**src/include/fetch_defs.svh**
```systemverilog
/* Fetch front end parameters */

`ifndef FETCH_DEFS_SVH
`define FETCH_DEFS_SVH

// Data path width
`define XLEN 32

// Instruction memory depth in words
`define IMEM_DEPTH 256

// Predictor table size with PC bits 7..2 as index
`define BP_ENTRIES 64

// First PC after reset
`define RESET_PC 32'h0000_0000

`endif
```
**src/hdl/fetch_pkg.sv**
```systemverilog
/* Fetch front end types */

`include "fetch_defs.svh"

package fetch_pkg;

    // PC, instruction and immediate
    typedef logic [`XLEN-1:0] word_t;

    // RV32 major opcodes seen by predecode
    typedef enum logic [6:0] {
        OP_BRANCH = 7'b1100011, // BEQ, BNE, BLT ...
        OP_JAL    = 7'b1101111,
        OP_JALR   = 7'b1100111, // Target needs rs1
        OP_LOAD   = 7'b0000011,
        OP_STORE  = 7'b0100011,
        OP_OPIMM  = 7'b0010011,
        OP_OP     = 7'b0110011,
        OP_LUI    = 7'b0110111,
        OP_AUIPC  = 7'b0010111
    } opcode_e;

    // What fetch cares about
    typedef enum logic [1:0] {
        CLS_OTHER  = 2'd0,
        CLS_BRANCH = 2'd1,
        CLS_JUMP   = 2'd2
    } instr_class_e;

    // 2-bit saturating counter with the prediction in the MSB
    typedef enum logic [1:0] {
        STRONG_NT = 2'b00,
        WEAK_NT   = 2'b01,
        WEAK_T    = 2'b10,
        STRONG_T  = 2'b11
    } bp_cnt_e;

endpackage

```
**src/hdl/instr_predecode.sv**
```systemverilog
/* Fetch predecode and immediates */

`timescale 1ns/1ps

module instr_predecode (
    input  fetch_pkg::word_t        instr,       // Raw word from memory
    output fetch_pkg::instr_class_e instr_class,
    output fetch_pkg::word_t        immediate    // B or J offset or zero
);
    import fetch_pkg::*;

    opcode_e opcode;
    word_t   imm_b;
    word_t   imm_j;

    assign opcode = opcode_e'(instr[6:0]);

    // B-type offset with bit 0 always zero
    assign imm_b = {{20{instr[31]}}, instr[7], instr[30:25], instr[11:8], 1'b0};

    // J-type offset sign extended from 21 bits
    assign imm_j = {{12{instr[31]}}, instr[19:12], instr[20], instr[30:21], 1'b0};

    always_comb begin
        instr_class = CLS_OTHER;
        immediate   = '0;
        case (opcode)
            OP_BRANCH: begin
                instr_class = CLS_BRANCH;
                immediate   = imm_b;
            end
            OP_JAL: begin
                instr_class = CLS_JUMP; // Always taken and PC relative
                immediate   = imm_j;
            end
            // JALR resolves later through redirect
            default: begin
                instr_class = CLS_OTHER; // Plain fetch
            end
        endcase
    end

endmodule

```
**config.mk**
```make
export PLATFORM = sky130hd
export DESIGN_NAME = instr_predecode
export DESIGN_NICKNAME = d
export VERILOG_FILES = /design/src/hdl/fetch_pkg.sv /design/src/hdl/instr_predecode.sv
export VERILOG_INCLUDE_DIRS = /design/src /design/src/include
export SDC_FILE = /design/constraint.sdc
export NUM_CORES = 1
export LEC_CHECK = 0
export CAP_MARGIN = 20
export CORE_AREA = 8 8 45 47
export DETAILED_ROUTE_END_ITERATION = 7
export DIE_AREA = 0 0 53 55
export DONT_BUFFER_PORTS = 1
export PLACE_DENSITY = 0.6
export SLEW_MARGIN = 5
export SYNTH_ARGS = -nofsm -noshare
export SYNTH_HDL_FRONTEND = slang
export SYNTH_SLANG_ARGS = --single-unit
```
**constraint.sdc**
```tcl
create_clock -name vclk -period 1.59
set_input_delay 0.0795 -clock vclk [all_inputs]
set_output_delay 0.0795 -clock vclk [all_outputs]
set_load 0.1 [all_outputs]
```
==> metrics.cfg, run 1 <==
[synth]
syn_nets = 106
ys_warn_count = 0
synthDistinctLibCells = 16
ys_seq_area_share_pct = 0
syn-cell-area_um2 = 528
synth_area_per_cell_um2 = 7.14
syn_inst = 74

[status]
outcome = aborted with a tool error
error = [ERROR DPL-0038] Utilization greater than 100%, impossible to legalize
outcome.stop_stage = 3_5_place_dp

[floorplanning]
num_io_pins = 66
fp.dieW_um = 53
initial_core_util_pct = 38.2
die_y_um = 55
rows = 14

[placed_design]
port_buffers = 0
gp_congestion = 0.693

[cells by family after synthesis]
kind of cell	after synthesis	share of synthesized area, %
simple gates	30	35.1
buf+inv	29	33.6
compound gates	13	28.9
xor+xnor	1	1.66
other cells	1	0.710
[through the flow]
stage / setup WS [ns] / cells
after global placement: 0.371 / 114
after floorplan: -0.764 / 74
[cells in the mapped netlist]
cell type	n	share of area [%]
a211oi_1	2	2.8
a211oi_2	11	26
buf_2	4	3.8
buf_4	13	18
buf_6	2	4.3
clkbuf_1	2	1.4
conb_1	1	0.71
inv_1	8	5.7
nand2_1	1	0.71
nand3_1	13	12
nand4b_1	1	1.7
nor3_1	1	0.95
nor4_1	8	9.5
or3b_1	4	6.6
or3b_2	2	3.3
xor2_1	1	1.7
==> run 2: changes to the inputs <==
--- a/config.mk
+++ b/config.mk
@@ -7,11 +7,11 @@
 export NUM_CORES = 1
 export LEC_CHECK = 0
 export CAP_MARGIN = 20
-export CORE_AREA = 8 8 45 47
+export CORE_AREA = 8 8 69 71
 export DETAILED_ROUTE_END_ITERATION = 7
-export DIE_AREA = 0 0 53 55
+export DIE_AREA = 0 0 77 79
 export DONT_BUFFER_PORTS = 1
-export PLACE_DENSITY = 0.6
+export PLACE_DENSITY_LB_ADDON = 0.15
 export SLEW_MARGIN = 5
 export SYNTH_ARGS = -nofsm -noshare
 export SYNTH_HDL_FRONTEND = slang
==> constraint.sdc (replaced) <==
create_clock -name vclk -period 2.07
set_input_delay 0.1035 -clock vclk [all_inputs]
set_output_delay 0.1035 -clock vclk [all_outputs]
set_load 0.1 [all_outputs]
==> run 2 against run 1 <==
  * The run now ends clean
  * Area after synthesis stayed put
  * Synthesized cell count unchanged
==> metrics.cfg, run 2 <==
[grt]
first_global_vias = 665
grtUsageTotal_pct = 7.58
grt_pass1_wl_mm = 3.83
grt_overflow = 0
grt_max_degree = 23
antenna_found_initial = 0

[synth]
syn_nets = 106  ; unchanged
synth_area_per_cell_um2 = 7.14  ; unchanged
syn_inst = 74  ; unchanged
ys_top_cells_by_area = a211oi_2 (26%), buf_4 (18%), nand3_1 (12%)
synthDistinctLibCells = 16  ; unchanged
syn-cell-area_um2 = 528  ; unchanged
ys_seq_area_share_pct = 0  ; unchanged
synth_xor_area_share_pct = 1.66  ; unchanged
ys_warn_count = 0  ; unchanged
yosys.area_share.simple_pct = 35.1  ; unchanged
yosys.area.top_type = a211oi_2
synthAdderAreaFrac_pct = 0  ; unchanged
synth_top_family_by_area = simple AND/OR/NAND/NOR gates
yosysTopAreaCellShare_pct = 26.1  ; unchanged
synthTopCellsByCount = buf_4 (13), nand3_1 (13), a211oi_2 (11)
synth_compound_area_share_pct = 28.9  ; unchanged
muxShareOfSynthArea_pct = 0  ; unchanged

[finish]
final_cell_mix = buf_12 (18), nand3_1 (13), a211oi_4 (13)
seq_area_um2 = 0
final_area_mm2 = 0.00138
fin_nets = 122
stdcell_count = 138
layout_commonest_cell = buf_12
n_antenna_cell = 0
area_growth_pct = 161
layout-drive-gt1-share_pct = 69.3
seq_cell_count = 0
clkbuf_count = 0
post-route-util_pct = 36.3

[drt]
wire_per_inst_um = 17.5
vias = 591
ant_nets = 0
detail_route.vias_per_cell = 4.28
drc = 0
dr.pass1.iters = 4
wl_mm = 2.41
drt_iter0_markers = 7

[floorplanning]
initial_core_util_pct = 13.9  ; -24 points
rows = 23  ; +9
die_area_mm2 = 0.00608
die_y_um = 79  ; +44%
fp.dieW_um = 77  ; +45%
core_area_mm2 = 0.00380
num_io_pins = 66  ; unchanged

[worst_setup_path]
path_max_fanout = 22
path_depth = 3
worstPathArrival_ns = 1.38
path_cells = or3b_1 -> a211oi_4 -> buf_12
crit_buf_inv = 1
cp_slowest_cell = or3b_1
critical-path-top-delay-family = simple AND/OR/NAND/NOR gates
worstSetupEndpointType = output pin
worstPathRequired_ns = 1.97
max_stage_delay_ns = 0.69
setup.worst_path.start_class = input pin
path_class = input pin to output pin

[status]
outcome = finished clean

[job]
cap_violations = 0

[clock_network]
ctsHoldBuffers = 0
postCtsSetupRepairBufs = 0
cts_resized = 0

[placed_design]
hpwlAfterDp_mm = 2.05
gp_congestion = 0.649  ; -6.3%
port_buffers = 0  ; unchanged
placed_cell_area_mm2 = 0.00138
place_inst = 138

[power_and_ir_drop]
powerDensity_mw_per_mm2 = 101
ir_drop_mv = 0.0330
leakagePower_uw = 0.000410
p_total_uw = 139

[sta]
whs_ns = 0.399
hold_viol = 0
setup-violations-final = 0
rsz0062_at_grt = false
max_freq_ghz = 0.675
slew_headroom_pct = 50.2
period_needed_ns = 1.48
slew_violations = 0
worst_slew_pin_slew_ns = 0.748
min_period_over_period_pct = 71.5

[hold_path]
timing.hold.worst_path_depth = 2
min_path_type = input pin to output pin

## run 2: cell counts after synthesis
No cell type changed its count.
## run 2: where the power goes
part	internal, µW	switching, µW	leakage [µW]
registers	0	0	0
logic	36.2	103	0.000410
clock network	0	0	0
## run 2: logic make-up after synthesis
group / count (synthesis)
other cells: 1
compound gates: 13
xor+xnor: 1
buf+inv: 29
simple gates: 30
## run 2: path summary, 6_finish.rpt
path / start / end / slack, ns
hold / removal: instr[3] / instr_class[0] / 0.40
setup / recovery: instr[3] / immediate[12] / 0.59
## run 2: routing by layer
layer	vias to the layer above	track usage [%]	wire [µm]
li1	272	-	-
met5	-	0	0
met1	290	8.35	835
met3	0	3.05	239
met4	0	0	0
met2	29	14.2	1340
## run 2: per-stage QoR
stage / TNS (ns) / setup WS (ns)
global route: 0 / 0.548
global placement: 0 / 0.608
detailed placement: 0 / 0.595
floorplan: -5.20 / -0.889
finish: 0 / 0.590
CTS: 0 / 0.584
## run 2: area by class of cell
type	instances	area [µm²]
fill	394	2420
inverter	8	30.0
multi-input combinational	45	602
tap	50	62.6
timing repair buffer	35	686
Note: power is estimated with default switching activity, not from simulation.
