File: src/include/fetch_defs.svh
/* Fetch front end parameters */

`ifndef FETCH_DEFS_SVH
`define FETCH_DEFS_SVH

// Data path width
`define XLEN 32

// Instruction memory depth in words
`define IMEM_DEPTH 256

// Predictor table size with PC bits 7..2 as index
`define BP_ENTRIES 64

// First PC after reset
`define RESET_PC 32'h0000_0000

`endif
File: src/hdl/fetch_pkg.sv
/* Fetch front end types */

`include "fetch_defs.svh"

package fetch_pkg;

    // PC, instruction and immediate
    typedef logic [`XLEN-1:0] word_t;

    // RV32 major opcodes seen by predecode
    typedef enum logic [6:0] {
        OP_BRANCH = 7'b1100011, // BEQ, BNE, BLT ...
        OP_JAL    = 7'b1101111,
        OP_JALR   = 7'b1100111, // Target needs rs1
        OP_LOAD   = 7'b0000011,
        OP_STORE  = 7'b0100011,
        OP_OPIMM  = 7'b0010011,
        OP_OP     = 7'b0110011,
        OP_LUI    = 7'b0110111,
        OP_AUIPC  = 7'b0010111
    } opcode_e;

    // What fetch cares about
    typedef enum logic [1:0] {
        CLS_OTHER  = 2'd0,
        CLS_BRANCH = 2'd1,
        CLS_JUMP   = 2'd2
    } instr_class_e;

    // 2-bit saturating counter with the prediction in the MSB
    typedef enum logic [1:0] {
        STRONG_NT = 2'b00,
        WEAK_NT   = 2'b01,
        WEAK_T    = 2'b10,
        STRONG_T  = 2'b11
    } bp_cnt_e;

endpackage

File: src/hdl/bp_if.sv
/* Branch predictor link */

`timescale 1ns/1ps

interface bp_if;
    import fetch_pkg::*;

    word_t query_pc;      // Current fetch PC
    logic  predict_taken; // Counter MSB at query index
    logic  update_en;     // One-cycle resolve pulse
    word_t update_pc;     // PC of the resolved branch
    logic  update_taken;  // Resolved direction

    // Fetch side
    modport ctrl (
        output query_pc,
        input  predict_taken
    );

    // Counter table
    modport predictor (
        input  query_pc,
        input  update_en,
        input  update_pc,
        input  update_taken,
        output predict_taken
    );

    // Stand-in for the execute stage
    modport resolve (
        output update_en,
        output update_pc,
        output update_taken
    );

endinterface

File: src/hdl/fetch_ctrl.sv
/* Fetch controller and IF/ID register */

`timescale 1ns/1ps

`include "fetch_defs.svh"

module fetch_ctrl (
    input  logic                    clk,
    input  logic                    reset_n,
    input  logic                    fetch_enable,    // Fetch allowed this cycle
    input  logic                    stall,           // Hold PC and IF/ID
    input  logic                    flush,           // Redirect beats stall
    input  fetch_pkg::word_t        redirect_pc,
    output fetch_pkg::word_t        pc,              // To instruction memory
    input  fetch_pkg::word_t        rdata,           // Word at pc
    input  fetch_pkg::instr_class_e instr_class,     // From predecode
    input  fetch_pkg::word_t        immediate,       // B or J offset
    bp_if.ctrl                      bp,
    output fetch_pkg::word_t        if_id_pc,
    output fetch_pkg::word_t        if_id_instr,
    output logic                    if_id_valid,
    output logic                    if_id_pred_taken // JAL or predicted branch
);
    import fetch_pkg::*;

    logic  fetch_go;  // Normal fetch this cycle
    logic  take_tgt;  // Follow the PC-relative target
    word_t seq_pc;    // Fall-through
    word_t tgt_pc;    // pc + offset
    word_t next_pc;

    // Predictor always looks at the current PC
    assign bp.query_pc = pc;

    // Flush beats stall and stall beats fetch
    assign fetch_go = fetch_enable && !stall && !flush;

    // Jumps always redirect and branches only when predicted
    always_comb begin
        case (instr_class)
            CLS_JUMP:   take_tgt = 1'b1;
            CLS_BRANCH: take_tgt = bp.predict_taken;
            default:    take_tgt = 1'b0; // JALR waits for redirect
        endcase
    end

    assign seq_pc  = pc + word_t'(4);
    assign tgt_pc  = pc + immediate;
    assign next_pc = take_tgt ? tgt_pc : seq_pc;

    // PC register
    always_ff @(posedge clk or negedge reset_n) begin
        if (!reset_n) begin
            pc <= `RESET_PC;
        end else if (flush) begin
            pc <= redirect_pc;     // Restart from resolved target
        end else if (fetch_go) begin
            pc <= next_pc;
        end
        // Stall or idle holds pc
    end

    // IF/ID control bits
    always_ff @(posedge clk or negedge reset_n) begin
        if (!reset_n) begin
            if_id_valid      <= 1'b0;
            if_id_pred_taken <= 1'b0;
        end else if (fetch_go) begin
            if_id_valid      <= 1'b1;
            if_id_pred_taken <= take_tgt;
        end else begin
            // Flush, stall and idle all give a bubble
            if_id_valid      <= 1'b0;
            if_id_pred_taken <= 1'b0;
        end
    end

    // IF/ID payload loads only on a real fetch
    always_ff @(posedge clk) begin
        if (fetch_go) begin
            if_id_pc    <= pc;
            if_id_instr <= rdata;
        end
    end

endmodule

File: src/flat_wrapper.sv
// flat-port wrapper written by rule: the top's interface ports become plain ports
module fetch_ctrl_flat import fetch_pkg::*;
  (clk, reset_n, fetch_enable, stall, flush, redirect_pc, pc, rdata, instr_class, immediate, if_id_pc, if_id_instr, if_id_valid, if_id_pred_taken, bp_query_pc, bp_predict_taken);
  bp_if bp_i ();
  input  logic clk;
  input  logic reset_n;
  input  logic fetch_enable;
  input  logic stall;
  input  logic flush;
  input  fetch_pkg::word_t redirect_pc;
  output fetch_pkg::word_t pc;
  input  fetch_pkg::word_t rdata;
  input  fetch_pkg::instr_class_e instr_class;
  input  fetch_pkg::word_t immediate;
  output fetch_pkg::word_t if_id_pc;
  output fetch_pkg::word_t if_id_instr;
  output logic if_id_valid;
  output logic if_id_pred_taken;
  output wire logic [$bits(bp_i.query_pc)-1:0] bp_query_pc;
  input wire logic [$bits(bp_i.predict_taken)-1:0] bp_predict_taken;
  assign bp_query_pc = bp_i.query_pc;
  assign bp_i.predict_taken = bp_predict_taken;
  fetch_ctrl u_core (.clk(clk), .reset_n(reset_n), .fetch_enable(fetch_enable), .stall(stall), .flush(flush), .redirect_pc(redirect_pc), .pc(pc), .rdata(rdata), .instr_class(instr_class), .immediate(immediate), .bp(bp_i), .if_id_pc(if_id_pc), .if_id_instr(if_id_instr), .if_id_valid(if_id_valid), .if_id_pred_taken(if_id_pred_taken));
endmodule
File: config.mk
export PLATFORM = sky130hd
export DESIGN_NAME = fetch_ctrl_flat
export DESIGN_NICKNAME = d
export VERILOG_FILES = /design/src/hdl/fetch_pkg.sv /design/src/hdl/bp_if.sv /design/src/hdl/fetch_ctrl.sv /design/src/flat_wrapper.sv
export VERILOG_INCLUDE_DIRS = /design/src /design/src/include
export SDC_FILE = /design/constraint.sdc
export NUM_CORES = 1
export LEC_CHECK = 0
export BUFFER_PORTS_ARGS = -buffer_cell sky130_fd_sc_hd__buf_2
export CAP_MARGIN = 40
export CORE_ASPECT_RATIO = 2
export CORE_UTILIZATION = 45
export CTS_CLUSTER_DIAMETER = 80
export DETAILED_ROUTE_END_ITERATION = 10
export PLACE_DENSITY = 0.81
export SKIP_CTS_REPAIR_TIMING = 1
export SLEW_MARGIN = 30
export SYNTH_ARGS = -nofsm -noshare
export SYNTH_HDL_FRONTEND = slang
export SYNTH_SLANG_ARGS = --single-unit
File: constraint.sdc
create_clock -name clk -period 4.1 [get_ports clk]
set_input_delay 0.82 -clock clk [delete_from_list [all_inputs] [get_ports clk]]
set_output_delay 0.82 -clock clk [all_outputs]
set_load 0.05 [all_outputs]
---- Word-level counts from Yosys, hierarchy flattened ----
Cells that the tools add are included.
storage, ports and cells
  input bits .............................. 104
  word-level logic and storage cells ...... 20
  latch bits .............................. 0
  memory bits (read-only) ................. 0
  output and inout port bits .............. 130
  bits in registers ....................... 98
  memory bits (writable) .................. 0
  memories kept ........................... 0
operators by class
  magnitude comparators ................... 0
  reductions and logical operators ........ 5
  add/sub/neg operators ................... 2
  multipliers ............................. 0
  mux-type cells .......................... 6
  bitwise logic cells ..................... 0
  shifts and indexed selects .............. 0
  divide/modulo/power cells ............... 0
  equal/unequal tests ..................... 2
operator list
  cell                                                 number
  2-to-1 mux 32 bit                                    3
  adder 32 x 3 -> 32 bit, second input constant        1
  adder 32 bit                                         1
  equality test 2 x 1 -> 1 bit, second input constant  1
  equality test 2 bit, second input constant           1
  logical AND 1 bit                                    2
  logical NOT 1 bit                                    2
  2-to-1 mux 1 bit                                     2
  case mux 1 bit (2 select lines)                      1
  nonzero test 2 bit                                   1

---- Depth between registers and ports, before layout ----
  depth in word-level cells ............... 5
  gate-level depth with buffers ........... 11
  mapped depth without buffers ............ 11

---- Worst setup path before layout ----
Ideal clock, no wire load.
  kind .................................... input port to flip-flop
  start point ............................. in fetch_enable
  end point ............................... reg u_core.pc[22], in the netlist u_core.bp.query_pc[22]
  data arrival time ....................... 3531 ps
  setup slack ............................. 450 ps
  required time ........................... 3981 ps
  buffers on the path ..................... 1
  setup time .............................. 119 ps
  stages on the path ...................... 10
  cells stage by stage .................... nor2b_1 nand2_1 inv_1 nand2_1 buf_4 nor4_1 a31oi_1 o211ai_1 a21oi_1 o21a_1
between the ends
  cells in the longest elaborated chain, start to end .. 3
ends and longest elaborated chain
  item                             RTL line           source
  start, declared                  flat_wrapper.sv:7  input logic fetch_enable;
  logical AND 1 bit (2 in series)  fetch_ctrl.sv:36   assign fetch_go = fetch_enable && !stall && !flush;
  named net u_core.fetch_go        fetch_ctrl.sv:26   logic fetch_go;
  nonzero test 2 bit (no line)     n/a
  end signal, assigned             fetch_ctrl.sv:54   pc <= `RESET_PC;
  end signal, assigned             fetch_ctrl.sv:56   pc <= redirect_pc;
  end signal, assigned             fetch_ctrl.sv:58   pc <= next_pc;
  end, declared                    fetch_ctrl.sv:14   output fetch_pkg::word_t pc,
The timed path passes the listed nets, and every way through them passes these cells.
A chain may end at the register's enable or synchronous reset.

---- Final worst setup path ----
  start point ............................. in immediate[0]
  end point ............................... reg u_core.pc[18], in the netlist u_core.bp.query_pc[18]
between the ends
  cells in the longest elaborated chain, start to end .. 4
ends and longest elaborated chain
  item               RTL line            source
  start, declared    flat_wrapper.sv:14  input fetch_pkg::word_t immediate;
  adder 32 bit       fetch_ctrl.sv:48    assign tgt_pc = pc + immediate;
  2-to-1 mux 32 bit  fetch_ctrl.sv:49    assign next_pc = take_tgt ? tgt_pc : seq_pc;
  2-to-1 mux 32 bit  fetch_ctrl.sv:57    end else if (fetch_go) begin
  2-to-1 mux 32 bit  fetch_ctrl.sv:55    end else if (flush) begin
Every way passes these cells. The select of a mux whose other input is x is not followed.

==> metrics.cfg <==
[detailed_routing]
routed_wl_um = 21700
vias = 6267
drtIter0Drc = 410
dr.pass1.iters = 5
drc = 0
postRouteAntennaNets = 0
wl_per_cell_um = 20.6
viasPerCell = 5.93

[floorplan]
core_area_um2 = 13900
die_h_um = 171
ios = 234
die_area_um2 = 14800
die_w_um = 86.5
initial_core_util_pct = 46.2
row_count = 61

[timing]
final.min_clock_period_ns = 3.02
rsz0062_at_grt = false
finalSetupViolCount = 0
worst_slack_ns = 1.08
timing.fmax_mhz = 331
max_slew_margin_pct = 56.4
min_period_over_period_pct = 73.6
hold_violations = 0
whs_ns = 0.335
tns_ns = 0
final.setup_skew_ns = 0.00761
slew_viol_final = 0
tightest_slew_ns = 0.655

[place]
io_buffers = 233
gp_congestion = 1.03
dp_slack_ns = 0.783
dpl.hpwl_um = 16900
dpl.cell_count = 1037

[power]
ir_drop_v = 0.000326
combinationalPowerShare_pct = 37.5
power.switching_mw = 1.36
leakagePower_nw = 3.51
p_seq_share_pct = 37.3
intPower_mw = 1.93
pwr-share-clk_pct = 25.2
swShare_pct = 41.3
powerDensity_nw_per_um2 = 417

[layout]
synthToLayoutAreaGrowth_pct = 22.9
n_antenna_cell = 0
drive_gt1_share_pct = 33.1
fin_nets = 1001
stdcell_count = 1056

[yosys]
synth_edf_count = 64
synthDistinctLibCells = 69
synth_seq_cells = 98
ys_warn_count = 0
ys.flop_type = edfxtp_1
synth-seq-area-share_pct = 43.2
synth_nets = 807
synth_area_um2 = 6420
ys_async_sr_fraction_pct = 34.7
avgSynthCellArea_um2 = 9.61
synth_cells = 668

[worst_setup_path]
slowest_stage = o311ai_2
critical-path-top-delay-family = compound AO/OA/AOI/OAI gates
slowest_delay_ns = 0.43
critical_path.endpoint_type = register
cp-start-kind = primary input
cp_max_fo = 4
path_buf_inv = 2
cp.arrival_ns = 3.21
worstSetupPathType = primary input to register
crit_chain = buf_2 > ha_1 > inv_1 > fa_1 > nor2b_1 > o2111ai_1 > a21boi_1 > nor2_1 > o311ai_2 > xor2_1 > a21oi_1 > o221ai_1
crit_required_ns = 4.30

[cts]
cts_buffer_depth = 2
path_clk_slew_ns = 0.07
clk_latency_ns = 0.34
cts_root_buffer = clkbuf_16
cts_tree = built
cts.sinks = 98
numCtsBuffers = 9
htreeDepth = 3

[run_status]
status = complete, no violations

[global_route]
grt_pass1_vias = 5898
track_usage_pct = 29.2
antenna_found_initial = 0
grt_start_max_net_pins = 69
grt_pass1_wl_um = 31800
grt.overflow.total = 0

[hold_path]
hold_path_class = primary input to asynchronous set/reset pin

[job]
drv_cap = 0

-- worst reg2reg max path, stage by stage (launching register included) --
cell and delay (ns):
dfrtp_1 0.43, ha_1 0.25, inv_1 0.08, fa_1 0.41, nor2b_1 0.17, o2111ai_1 0.15
a21boi_1 0.31, nor2_1 0.14, o311ai_2 0.43, xor2_1 0.13, a21oi_1 0.17, o221ai_1 0.13
-- cells by family after synthesis --
group | count (synthesis) | synth area share, %
muxes | 3 | 0.468
xor gates and xnor gates | 29 | 3.95
DFF | 98 | 43.2
and+or+nand+nor | 211 | 16.9
buffers and inverters | 81 | 7.27
AOI/OAI and AO/OA | 211 | 21.3
adders and majority gates | 35 | 6.94
-- worst paths after layout --
path | from | endpoint | slack [ns] | depth (start not counted)
max in group asynchronous | reset_n | u_core.bp.query_pc[21]$_DFFE_PN0P_ | 3.32 | 2
worst min-delay path | reset_n | u_core.bp.query_pc[29]$_DFFE_PN0P_ | 0.33 | 1
worst min register to register | u_core.bp.query_pc[0]$_DFFE_PN0P_ | u_core.if_id_pc[0]$_DFFE_PP_ | 0.57 | 0
min in group clk | u_core.bp.query_pc[0]$_DFFE_PN0P_ | u_core.if_id_pc[0]$_DFFE_PP_ | 0.57 | 0
worst max register to register | u_core.bp.query_pc[0]$_DFFE_PN0P_ | u_core.bp.query_pc[18]$_DFFE_PN0P_ | 1.17 | 11
worst max-delay path | immediate[0] | u_core.bp.query_pc[18]$_DFFE_PN0P_ | 1.08 | 12
-- metal layers --
layer  vias up  wire length, µm  GRT usage, %  part of all wire, %
met2       389            10900          50.1                   50
met3       107             1480          4.73                  6.8
met1      2924             7320          30.2                   34
met4         0             1980          25.1                  9.1
li1       2847                -             -                    -
met5         -                0             0                    0
-- registers in the layout, indices dropped and copies added, names as in the netlist --
signal / count
u_core.if_id_pred_taken: 1
u_core.bp.query_pc: 32
u_core.if_id_instr: 32
u_core.if_id_valid: 1
u_core.if_id_pc: 32
-- per-stage QoR --
step | instance area [µm²] | power (mW) | util [%]
after floorplan | 6420 | 2.13 | -
after global placement | 7510 | 2.44 | 54.1
after detailed placement | 7510 | 2.45 | 54.1
after CTS | 7820 | 3.28 | 56.3
after global routing | 7890 | 3.41 | 56.8
final | 7890 | 3.29 | 56.8
-- Yosys cell counts (5+ instances only) --
library cell | number | share of area [%]
a21o_1 | 21 | 2.5
a21oi_1 | 59 | 4.6
a31oi_1 | 12 | 1.2
and3_1 | 15 | 1.5
buf_2 | 7 | 0.55
buf_4 | 35 | 4.1
clkbuf_1 | 21 | 1.2
dfrtp_1 | 34 | 13
edfxtp_1 | 64 | 30
ha_1 | 34 | 6.6
inv_1 | 15 | 0.88
nand2_1 | 67 | 3.9
nand3_1 | 22 | 1.7
nand4_1 | 15 | 1.5
nor2_1 | 38 | 2.2
nor2b_1 | 5 | 0.49
nor3_1 | 12 | 0.94
o211ai_1 | 7 | 0.82
o21a_1 | 7 | 0.82
o21ai_0 | 40 | 3.1
o21ai_1 | 8 | 0.62
o21bai_1 | 8 | 0.94
o221ai_1 | 7 | 0.95
o22ai_1 | 7 | 0.68
or3_1 | 12 | 1.2
xnor2_1 | 16 | 2.2
xor2_1 | 13 | 1.8
-- power by group through the flow --
stage | clock network [mW] | logic [mW] | registers [mW]
5_1_grt | 0.877 | 1.30 | 1.23
3_5_place_dp | 0 | 1.20 | 1.25
6_report | 0.831 | 1.23 | 1.23
2_1_floorplan | 0 | 0.687 | 1.44
4_1_cts | 0.843 | 1.21 | 1.23
3_3_place_gp | 0 | 1.20 | 1.24
-- cells in the final DEF, fill, tap and decap left out, types with 14 or more instances in the layout --
master | netlist | routed
a21oi_1 | 59 | 59
edfxtp_1 | 64 | 64
a21o_1 | 21 | 21
and3_1 | 15 | 15
nand4_1 | 15 | 15
ha_1 | 34 | 34
nand3_1 | 22 | 22
nor2_1 | 38 | 37
nand2_1 | 67 | 67
xnor2_1 | 16 | 16
buf_2 | 7 | 233
inv_1 | 15 | 14
o21ai_0 | 40 | 40
dfrtp_1 | 34 | 34
-- final cells by class --
class                   instances  area, µm²
flip-flops and latches         98       2770
clock buffers                  10        239
clock inverters                 6       61.3
repair buffers                249       1340
fillers                      1332       6000
multi-input cells             489       3190
well taps                     189        236
inverters                      15       56.3
(Power assumes the default switching activity.)
