[src/include/fetch_defs.svh]
/* Fetch front end parameters */

`ifndef FETCH_DEFS_SVH
`define FETCH_DEFS_SVH

// Data path width
`define XLEN 32

// Instruction memory depth in words
`define IMEM_DEPTH 256

// Predictor table size with PC bits 7..2 as index
`define BP_ENTRIES 64

// First PC after reset
`define RESET_PC 32'h0000_0000

`endif
[src/hdl/fetch_pkg.sv]
/* Fetch front end types */

`include "fetch_defs.svh"

package fetch_pkg;

    // PC, instruction and immediate
    typedef logic [`XLEN-1:0] word_t;

    // RV32 major opcodes seen by predecode
    typedef enum logic [6:0] {
        OP_BRANCH = 7'b1100011, // BEQ, BNE, BLT ...
        OP_JAL    = 7'b1101111,
        OP_JALR   = 7'b1100111, // Target needs rs1
        OP_LOAD   = 7'b0000011,
        OP_STORE  = 7'b0100011,
        OP_OPIMM  = 7'b0010011,
        OP_OP     = 7'b0110011,
        OP_LUI    = 7'b0110111,
        OP_AUIPC  = 7'b0010111
    } opcode_e;

    // What fetch cares about
    typedef enum logic [1:0] {
        CLS_OTHER  = 2'd0,
        CLS_BRANCH = 2'd1,
        CLS_JUMP   = 2'd2
    } instr_class_e;

    // 2-bit saturating counter with the prediction in the MSB
    typedef enum logic [1:0] {
        STRONG_NT = 2'b00,
        WEAK_NT   = 2'b01,
        WEAK_T    = 2'b10,
        STRONG_T  = 2'b11
    } bp_cnt_e;

endpackage

[src/hdl/bp_if.sv]
/* Branch predictor link */

`timescale 1ns/1ps

interface bp_if;
    import fetch_pkg::*;

    word_t query_pc;      // Current fetch PC
    logic  predict_taken; // Counter MSB at query index
    logic  update_en;     // One-cycle resolve pulse
    word_t update_pc;     // PC of the resolved branch
    logic  update_taken;  // Resolved direction

    // Fetch side
    modport ctrl (
        output query_pc,
        input  predict_taken
    );

    // Counter table
    modport predictor (
        input  query_pc,
        input  update_en,
        input  update_pc,
        input  update_taken,
        output predict_taken
    );

    // Stand-in for the execute stage
    modport resolve (
        output update_en,
        output update_pc,
        output update_taken
    );

endinterface

[src/hdl/branch_predictor.sv]
/* Bimodal branch predictor */

`timescale 1ns/1ps

`include "fetch_defs.svh"

module branch_predictor (
    input  logic clk,
    input  logic reset_n,
    bp_if.predictor bp
);
    import fetch_pkg::*;

    localparam int IDX_W = $clog2(`BP_ENTRIES);

    // Counter table
    bp_cnt_e cnt_tbl [`BP_ENTRIES];

    logic [IDX_W-1:0] q_idx;    // Lookup index
    logic [IDX_W-1:0] u_idx;    // Training index
    bp_cnt_e          q_cnt;
    bp_cnt_e          u_cnt;
    bp_cnt_e          cnt_next; // Trained value

    // Word-aligned PC bits pick the entry
    assign q_idx = bp.query_pc[IDX_W+1:2];
    assign u_idx = bp.update_pc[IDX_W+1:2];

    assign q_cnt = cnt_tbl[q_idx];
    assign u_cnt = cnt_tbl[u_idx];

    // Taken on WEAK_T or STRONG_T
    // Lookup sees the old count during a same-cycle update
    assign bp.predict_taken = q_cnt[1];

    // One saturating step toward the resolved direction
    always_comb begin
        cnt_next = u_cnt;
        if (bp.update_taken) begin
            case (u_cnt)
                STRONG_NT: cnt_next = WEAK_NT;
                WEAK_NT:   cnt_next = WEAK_T;
                WEAK_T:    cnt_next = STRONG_T;
                default:   cnt_next = STRONG_T; // Already at the top
            endcase
        end else begin
            case (u_cnt)
                STRONG_T:  cnt_next = WEAK_T;
                WEAK_T:    cnt_next = WEAK_NT;
                WEAK_NT:   cnt_next = STRONG_NT;
                default:   cnt_next = STRONG_NT; // Already at the bottom
            endcase
        end
    end

    always_ff @(posedge clk or negedge reset_n) begin
        if (!reset_n) begin
            // Start every entry weakly not-taken
            for (int i = 0; i < `BP_ENTRIES; i++) begin
                cnt_tbl[i] <= WEAK_NT;
            end
        end else if (bp.update_en) begin
            cnt_tbl[u_idx] <= cnt_next; // Single-cycle resolve pulse
        end
    end

endmodule

[src/flat_wrapper.sv]
// flat-port wrapper written by rule: the top's interface ports become plain ports
module branch_predictor_flat import fetch_pkg::*;
  (clk, reset_n, bp_query_pc, bp_update_en, bp_update_pc, bp_update_taken, bp_predict_taken);
  bp_if bp_i ();
  input  logic clk;
  input  logic reset_n;
  input wire logic [$bits(bp_i.query_pc)-1:0] bp_query_pc;
  input wire logic [$bits(bp_i.update_en)-1:0] bp_update_en;
  input wire logic [$bits(bp_i.update_pc)-1:0] bp_update_pc;
  input wire logic [$bits(bp_i.update_taken)-1:0] bp_update_taken;
  output wire logic [$bits(bp_i.predict_taken)-1:0] bp_predict_taken;
  assign bp_i.query_pc = bp_query_pc;
  assign bp_i.update_en = bp_update_en;
  assign bp_i.update_pc = bp_update_pc;
  assign bp_i.update_taken = bp_update_taken;
  assign bp_predict_taken = bp_i.predict_taken;
  branch_predictor u_core (.clk(clk), .reset_n(reset_n), .bp(bp_i));
endmodule
[config.mk]
export PLATFORM = sky130hd
export DESIGN_NAME = branch_predictor_flat
export DESIGN_NICKNAME = d
export VERILOG_FILES = /design/src/hdl/fetch_pkg.sv /design/src/hdl/bp_if.sv /design/src/hdl/branch_predictor.sv /design/src/flat_wrapper.sv
export VERILOG_INCLUDE_DIRS = /design/src /design/src/include
export SDC_FILE = /design/constraint.sdc
export NUM_CORES = 1
export LEC_CHECK = 0
export BUFFER_PORTS_ARGS = -buffer_cell sky130_fd_sc_hd__buf_2
export CORE_MARGIN = 4
export CORE_UTILIZATION = 28
export CTS_BUF_LIST = sky130_fd_sc_hd__clkbuf_8
export CTS_CLUSTER_DIAMETER = 120
export DETAILED_ROUTE_END_ITERATION = 10
export HOLD_SLACK_MARGIN = 0.08
export SYNTH_ARGS = -nofsm -noshare
export SYNTH_HDL_FRONTEND = slang
export SYNTH_SLANG_ARGS = --single-unit
[constraint.sdc]
create_clock -name clk -period 11.35 [get_ports clk]
set_clock_uncertainty 0.1 [all_clocks]
set_input_delay 2.27 -clock clk [delete_from_list [all_inputs] [get_ports clk]]
set_output_delay 2.27 -clock clk [all_outputs]
set_load 0.03 [all_outputs]
**After elaboration in Yosys (flattened, before gate mapping)**

Cells that the tools add are included.

- Register bits: 128
- Input bits: 68
- Output and inout bits: 1

- $lt $le $gt $ge: 3
- Equal/unequal tests: 3
- Muxes and demuxes: 12
- Bitwise gates (word level): 2
- Reduce and logical (&&, ||, !) cells: 2

Operators by type and width:

| cell | number |
|---|---|
| 128-bit bitwise mux | 1 |
| 2-bit binary-select mux with 6-bit select | 2 |
| 7-bit greater-or-equal comparator (second input constant) | 2 |
| 6-bit inverter with 7-bit output | 2 |
| 2-bit demux with 6-bit select | 1 |
| 2-bit two-way mux | 6 |
| 2-bit one-hot mux with 2 select lines | 2 |
| 7-bit by 1-bit < comparator with 1-bit output (second input constant) | 1 |
| 2-bit equality test (second input constant) | 2 |
| 2-bit by 1-bit equality test with 1-bit output (second input constant) | 1 |
| 2-bit zero test | 1 |
| 1-bit logical AND | 1 |

**Longest topological paths before layout**

Gate-level depths: netlist of run 1.

- Depth in word-level cells: 8
- Depth in mapped cells: 11
- Mapped depth without buffers: 7

**Worst setup path before layout of run 1**

OpenSTA, ideal clock, no wires.

- Path kind: input-to-output
- Start point: in bp_query_pc[2]
- End point: out bp_predict_taken
- Data arrival time: 4.542 ns
- Required time: 8.980 ns
- Path slack: 4.438 ns
- Stages on the path: 5
- Buffers on the path: 2
- Path through: clkbuf_1 buf_2 mux4_2 mux4_2 mux4_2

- Word-level cells in the longest chain between the ends: 4

RTL lines:

| item | RTL line | text |
|---|---|---|
| start, declared | flat_wrapper.sv:7 | `input wire logic [$bits(bp_i.query_pc)-1:0] bp_query_pc;` |
| 6-bit inverter with 7-bit output (implied by the code) | branch_predictor.sv:29 | `assign q_cnt = cnt_tbl[q_idx];` |
| 2-bit binary-select mux with 6-bit select | branch_predictor.sv:29 |  |
| 2-bit two-way mux (implied by the code) (2 in a row) | branch_predictor.sv:29 |  |
| end, declared | flat_wrapper.sv:11 | `output wire logic [$bits(bp_i.predict_taken)-1:0] bp_predict_taken;` |

Every way passes these cells. The select of a mux whose other input is x is not followed.

**Final worst setup path of run 1**

Same ends and word-level chain as after synthesis.

==> impl_metrics.env, run 1 <==
export IMPL_drcViolationCount=0
export IMPL_required_ns=8.98
export IMPL_die_w_um=162
export IMPL_hold_path_class="reg -> reg"
export IMPL_critPathKind="in -> out"
export IMPL_antenna_found_initial=1
export IMPL_hold_slack_ns=0.361
export IMPL_total_power_w=0.00116
export IMPL_antenna_cells=0
export IMPL_syn_nets=727
export IMPL_ys_warn_count=0
export IMPL_tritoncts="done"
export IMPL_ioPinCount=69
export IMPL_worst_slew_pin_slew_ns=1.11
export IMPL_synth_edf_count=0
export IMPL_wl_per_cell_um=18.6
export IMPL_pwr_share_seq=0.515
export IMPL_core_area_um2=22900
export IMPL_setup_ws_ns=4.40
export IMPL_regMostFlops="u_core.cnt_tbl"
export IMPL_grt_pass1_vias=5069
export IMPL_power_leakage_nw=2.80
export IMPL_netlist_area_um2=6600
export IMPL_grt_max_degree=84
export IMPL_p_int_w=0.000820
export IMPL_synth_cell_types=51
export IMPL_track_usage=0.147
export IMPL_p_clk_frac=0.317
export IMPL_cp_start_kind="input port"
export IMPL_totalWireLength_um=18300
export IMPL_slew_headroom=0.258
export IMPL_rsz0062_at_grt="no"
export IMPL_grt_pass1_wl_um=29500
export IMPL_synthTopCellsByArea="dfstp_2, dfrtp_1, nand2_1, mux4_2, o21ai_0"
export IMPL_viasPerCell=5.14
export IMPL_setup_viol=0
export IMPL_post_cts_resized=0
export IMPL_cts_buffers_inserted=17
export IMPL_synthFlopType="dfstp_2"
export IMPL_yosys_area_top_type_share=0.255
export IMPL_hold_buffers=0
export IMPL_fin_nets=725
export IMPL_irDropWorstVdd_v=0.0000737
export IMPL_synthCells=659
export IMPL_rows=55
export IMPL_layout_commonest_cell="nand2_1"
export IMPL_path_max_fanout=16
export IMPL_hpwl_um=11300
export IMPL_dieArea_um2=26100
export IMPL_power_frac_comb=0.168
export IMPL_synth_seq_cells=128
export IMPL_drtPass1Iterations=5
export IMPL_chipHeight_um=162
export IMPL_dr_first_iter_drc_count=393
export IMPL_postLayoutCellArea_um2=7250
export IMPL_globalplace_congestion=0.811
export IMPL_ys_seq_area_frac=0.497
export IMPL_insertion_delay_ns=0.46
export IMPL_slew_viol_final=0
export IMPL_cts_setup_buffers=0
export IMPL_mostFrequentLayoutCells="nand2_1, o21ai_0, dfstp_2, dfrtp_1, o21ai_1"
export IMPL_htree_levels=4
export IMPL_cap_violations=0
export IMPL_setup_tns_ns=0
export IMPL_placed_cell_area_um2=6890
export IMPL_io_buffer_count=16
export IMPL_dp_slack_ns=4.37
export IMPL_timing_final_crit_share=0.613
export IMPL_yosysTopAreaCell="dfstp_2"
export IMPL_async_reset_ff_frac=1.00
export IMPL_synthToLayoutAreaGrowth_pct=9.76
export IMPL_root_buffer="clkbuf_8"
export IMPL_clock_sinks=128
export IMPL_crit_arrival_ns=4.58
export IMPL_swShare=0.291
export IMPL_clkTransAtPathRegs_ns=0.07
export IMPL_fmax_mhz=144
export IMPL_top_regs="u_core.cnt_tbl: 128 flops"
export IMPL_clockBufferDepth=2
export IMPL_vias=5052
export IMPL_powerDensity_nw_per_um2=160
export IMPL_ant_nets=0
export IMPL_start_util=0.288
export IMPL_cp_end_kind="primary output"
export IMPL_switching_power_w=0.000336
export IMPL_overflow=0
export IMPL_hold_viol=0
export IMPL_syn_area_per_cell_um2=10.0
export IMPL_drive_gt1_frac=0.248
export IMPL_min_period_ns=6.95
export IMPL_largest_register_ffs=128
export IMPL_status="finished clean"
-- Yosys cell counts (all sizes together), types with 3 or more instances --
cell / count
a221oi: 20
a22o: 5
a22oi: 5
and3: 4
buf: 30
clkbuf: 11
dfrtp: 64
dfstp: 64
inv: 4
mux2: 12
mux2i: 6
mux4: 30
nand2: 210
nand3: 3
nor2: 8
nor2b: 5
nor3: 6
nor3b: 7
o21ai: 131
o22ai: 4
-- layout make-up --
cell class | instances | area, um2
clock buffers | 21 | 289
clock inverters | 10 | 71.3
fillers | 2358 | 15700
inverters | 4 | 15.0
multi-input cells | 486 | 3090
flip-flops and latches | 128 | 3280
well taps | 313 | 392
repair buffers | 20 | 113
-- worst max-delay path: stages --
cell    delay (ns)
buf_2         0.51
mux4_2        0.61
mux4_2        0.52
mux4_2        0.46
buf_2         0.19
-- stage by stage --
step | util | instances
after floorplan | - | 659
after global routing | 0.316 | 982
final | 0.316 | 982
after CTS | 0.316 | 982
after global placement | 0.301 | 951
after detailed placement | 0.301 | 951
-- kinds of logic (layout without fill, tap and decap cells) --
kind of cell | after synthesis | in the layout | synth area share
compound gates | 180 | 180 | 0.160
simple gates | 256 | 256 | 0.168
mux | 48 | 48 | 0.132
buf+inv | 45 | 55 | 0.0387
flops | 128 | 128 | 0.497
fa+ha+maj | 2 | 2 | 0.00417
-- power groups by stage --
stage                     combinational [W]  sequential [W]  clock (W)
after global routing               0.000219        0.000604   0.000399
after CTS                          0.000196        0.000594   0.000376
after detailed placement           0.000196        0.000601          0
final                              0.000194        0.000595   0.000367
after global placement             0.000191        0.000599          0
after floorplan                    0.000149        0.000586          0
-- layer usage --
| metal | routed length, um | GRT usage | up-vias |
|---|---|---|---|
| met5 | 18 | 0 | - |
| li1 | - | - | 2378 |
| met1 | 7970 | 0.190 | 2432 |
| met3 | 1270 | 0.0487 | 53 |
| met4 | 699 | 0.0690 | 2 |
| met2 | 8310 | 0.224 | 187 |
-- path summary, 6_finish.rpt --
| path | from | end | slack [ns] | cells after the start |
|---|---|---|---|---|
| hold / removal | u_core.cnt_tbl[2]$_DFFE_PN1P_ | u_core.cnt_tbl[2]$_DFFE_PN1P_ | 0.36 | 2 |
| min in group asynchronous | reset_n | u_core.cnt_tbl[13]$_DFFE_PN0P_ | 1.70 | 1 |
| hold reg to reg | u_core.cnt_tbl[2]$_DFFE_PN1P_ | u_core.cnt_tbl[2]$_DFFE_PN1P_ | 0.36 | 2 |
| setup / recovery | bp_query_pc[2] | bp_predict_taken | 4.40 | 5 |
| setup reg to reg | u_core.cnt_tbl[99]$_DFFE_PN0P_ | u_core.cnt_tbl[44]$_DFFE_PN1P_ | 8.43 | 7 |
| max in group asynchronous | reset_n | u_core.cnt_tbl[109]$_DFFE_PN0P_ | 7.99 | 2 |
(Power assumes the default switching activity.)
==> run 2, diff against run 1 <==
==> constraint.sdc (replaced) <==
create_clock -name clk -period 7.05 [get_ports clk]
set_clock_uncertainty 0.1 [all_clocks]
set_input_delay 1.41 -clock clk [delete_from_list [all_inputs] [get_ports clk]]
set_output_delay 1.41 -clock clk [all_outputs]
set_load 0.03 [all_outputs]
==> impl_metrics.env, run 2 (same netlist as run 1, synthesis figures left out) <==
export IMPL_drcViolationCount=0
export IMPL_start_util=0.288
export IMPL_chipHeight_um=162
export IMPL_path_buf_inv=2
export IMPL_status="finished clean"
export IMPL_rsz0062_at_grt="no"
export IMPL_hold_depth=2
export IMPL_dp_slack_ns=1.80
export IMPL_cts_buffers_inserted=17
export IMPL_vias=5047
export IMPL_fin_nets=725
export IMPL_regMostFlops="u_core.cnt_tbl"
export IMPL_cap_violations=0
export IMPL_antenna_cells=0
export IMPL_ant_nets=0
export IMPL_hpwl_um=11700
export IMPL_track_usage=0.147
export IMPL_dp_cells=951
export IMPL_die_w_um=162
export IMPL_slowest_stage="mux4_2"
export IMPL_htree_levels=4
export IMPL_setup_ws_ns=1.81
export IMPL_reg2reg_slack_ns=4.15
export IMPL_powerDensity_nw_per_um2=264
export IMPL_drive_gt1_frac=0.248
export IMPL_timing_final_crit_share=0.743
export IMPL_root_buffer="clkbuf_8"
export IMPL_synthToLayoutAreaGrowth_pct=10.5
export IMPL_r2r_end="u_core.cnt_tbl[70]$_DFFE_PN1P_"
export IMPL_hold_buffers=0
export IMPL_critPathMaxStageDelay_ns=0.62
export IMPL_reg2regPathDepth=7
export IMPL_whs_endpoint="u_core.cnt_tbl[106]$_DFFE_PN1P_"
export IMPL_dr_first_iter_drc_count=313
export IMPL_required_ns=5.54
export IMPL_clockBufferDepth=2
export IMPL_setup_tns_ns=0
export IMPL_worst_slew_pin_slew_ns=1.17
export IMPL_ioPinCount=69
export IMPL_largest_register_ffs=128
export IMPL_core_area_um2=22900
export IMPL_cp_start_kind="input port"
export IMPL_clkTransAtPathRegs_ns=0.07
export IMPL_setup_viol=0
export IMPL_mostFrequentLayoutCells="nand2_1, o21ai_0, dfstp_2, dfrtp_1, o21ai_1"
export IMPL_overflow=0
export IMPL_worstPathCellList="buf_2, mux4_2, mux4_2, mux4_2, buf_2"
export IMPL_path_max_fanout=16
export IMPL_wl_per_cell_um=18.8
export IMPL_rr_startpoint="u_core.cnt_tbl[97]$_DFFE_PN0P_"
export IMPL_grt_pass1_vias=5061
export IMPL_drtPass1Iterations=5
export IMPL_layout_commonest_cell="nand2_1"
export IMPL_totalWireLength_um=18400
export IMPL_clock_sinks=128
export IMPL_hold_viol=0
export IMPL_antenna_found_initial=1
export IMPL_post_cts_resized=0
export IMPL_min_period_ns=5.24
export IMPL_hp_start="u_core.cnt_tbl[106]$_DFFE_PN1P_"
export IMPL_dieArea_um2=26100
export IMPL_slew_headroom=0.215
export IMPL_crit_path_frequent_cell="mux4_2"
export IMPL_crit_arrival_ns=3.73
export IMPL_viasPerCell=5.13
export IMPL_fmax_mhz=191
export IMPL_critPathTopFamily="multiplexers"
export IMPL_grt_max_degree=85
export IMPL_grt_pass1_wl_um=29600
export IMPL_globalplace_congestion=0.803
export IMPL_power_leakage_nw=2.82
export IMPL_critPathKind="in -> out"
export IMPL_io_buffer_count=16
export IMPL_slew_viol_final=0
export IMPL_hold_path_class="reg -> reg"
export IMPL_cp_end_kind="primary output"
export IMPL_tritoncts="done"
export IMPL_rows=55
export IMPL_fin_cells=983
export IMPL_insertion_delay_ns=0.45
export IMPL_cts_setup_buffers=0
export IMPL_top_regs="u_core.cnt_tbl: 128 flops"
export IMPL_irDropWorstVdd_v=0.000129
[run 2: worst min-delay path, stage by stage (launching register included)]
cell	delay, ns
dfstp_2	0.37
nand2_1	0.04
o21ai_1	0.05
[run 2: final cells by class]
type | count | area (um2)
clock buffers | 23 | 317
clock inverters | 9 | 90.1
fillers | 2374 | 15600
inverters | 4 | 15.0
multi-input cells | 486 | 3090
flip-flops and latches | 128 | 3280
well taps | 313 | 392
repair buffers | 20 | 113
[run 2: layer usage]
| layer | part of all wire | up-vias | global-route usage | wire (um) |
|---|---|---|---|---|
| met5 | 0.00070 | - | 0 | 13 |
| met4 | 0.029 | 2 | 0.0667 | 536 |
| met3 | 0.058 | 45 | 0.0360 | 1080 |
| met2 | 0.47 | 148 | 0.232 | 8710 |
| met1 | 0.44 | 2472 | 0.192 | 8110 |
| li1 | - | 2380 | - | - |
[run 2: per-stage QoR]
step           utilization  hold slack (ns)  cell area, um2  power [W]
2_1_floorplan            -            0.341            6600    0.00118
3_3_place_gp         0.301            0.348            6890    0.00127
3_5_place_dp         0.301            0.353            6890    0.00128
4_1_cts              0.318            0.364            7290    0.00194
5_1_grt              0.318            0.373            7290    0.00202
6_report             0.318            0.360            7290    0.00192
[run 2: worst max path at each step]
stage                              start                to  slack, ns  cells after the start
final                     bp_query_pc[2]  bp_predict_taken       1.81                      5
after global routing      bp_query_pc[2]  bp_predict_taken       1.69                      5
after CTS                 bp_query_pc[2]  bp_predict_taken       1.80                      5
after detailed placement  bp_query_pc[2]  bp_predict_taken       1.80                      5
after global placement    bp_query_pc[2]  bp_predict_taken       1.80                      5
after floorplan           bp_query_pc[2]  bp_predict_taken       1.86                      5
[run 2: power breakdown]
part	internal (W)	leakage (nW)	total [W]	switching, W
clock network	0.000364	0.227	0.000654	0.000290
logic	0.000125	1.05	0.000312	0.000187
registers	0.000889	1.54	0.000958	0.0000696
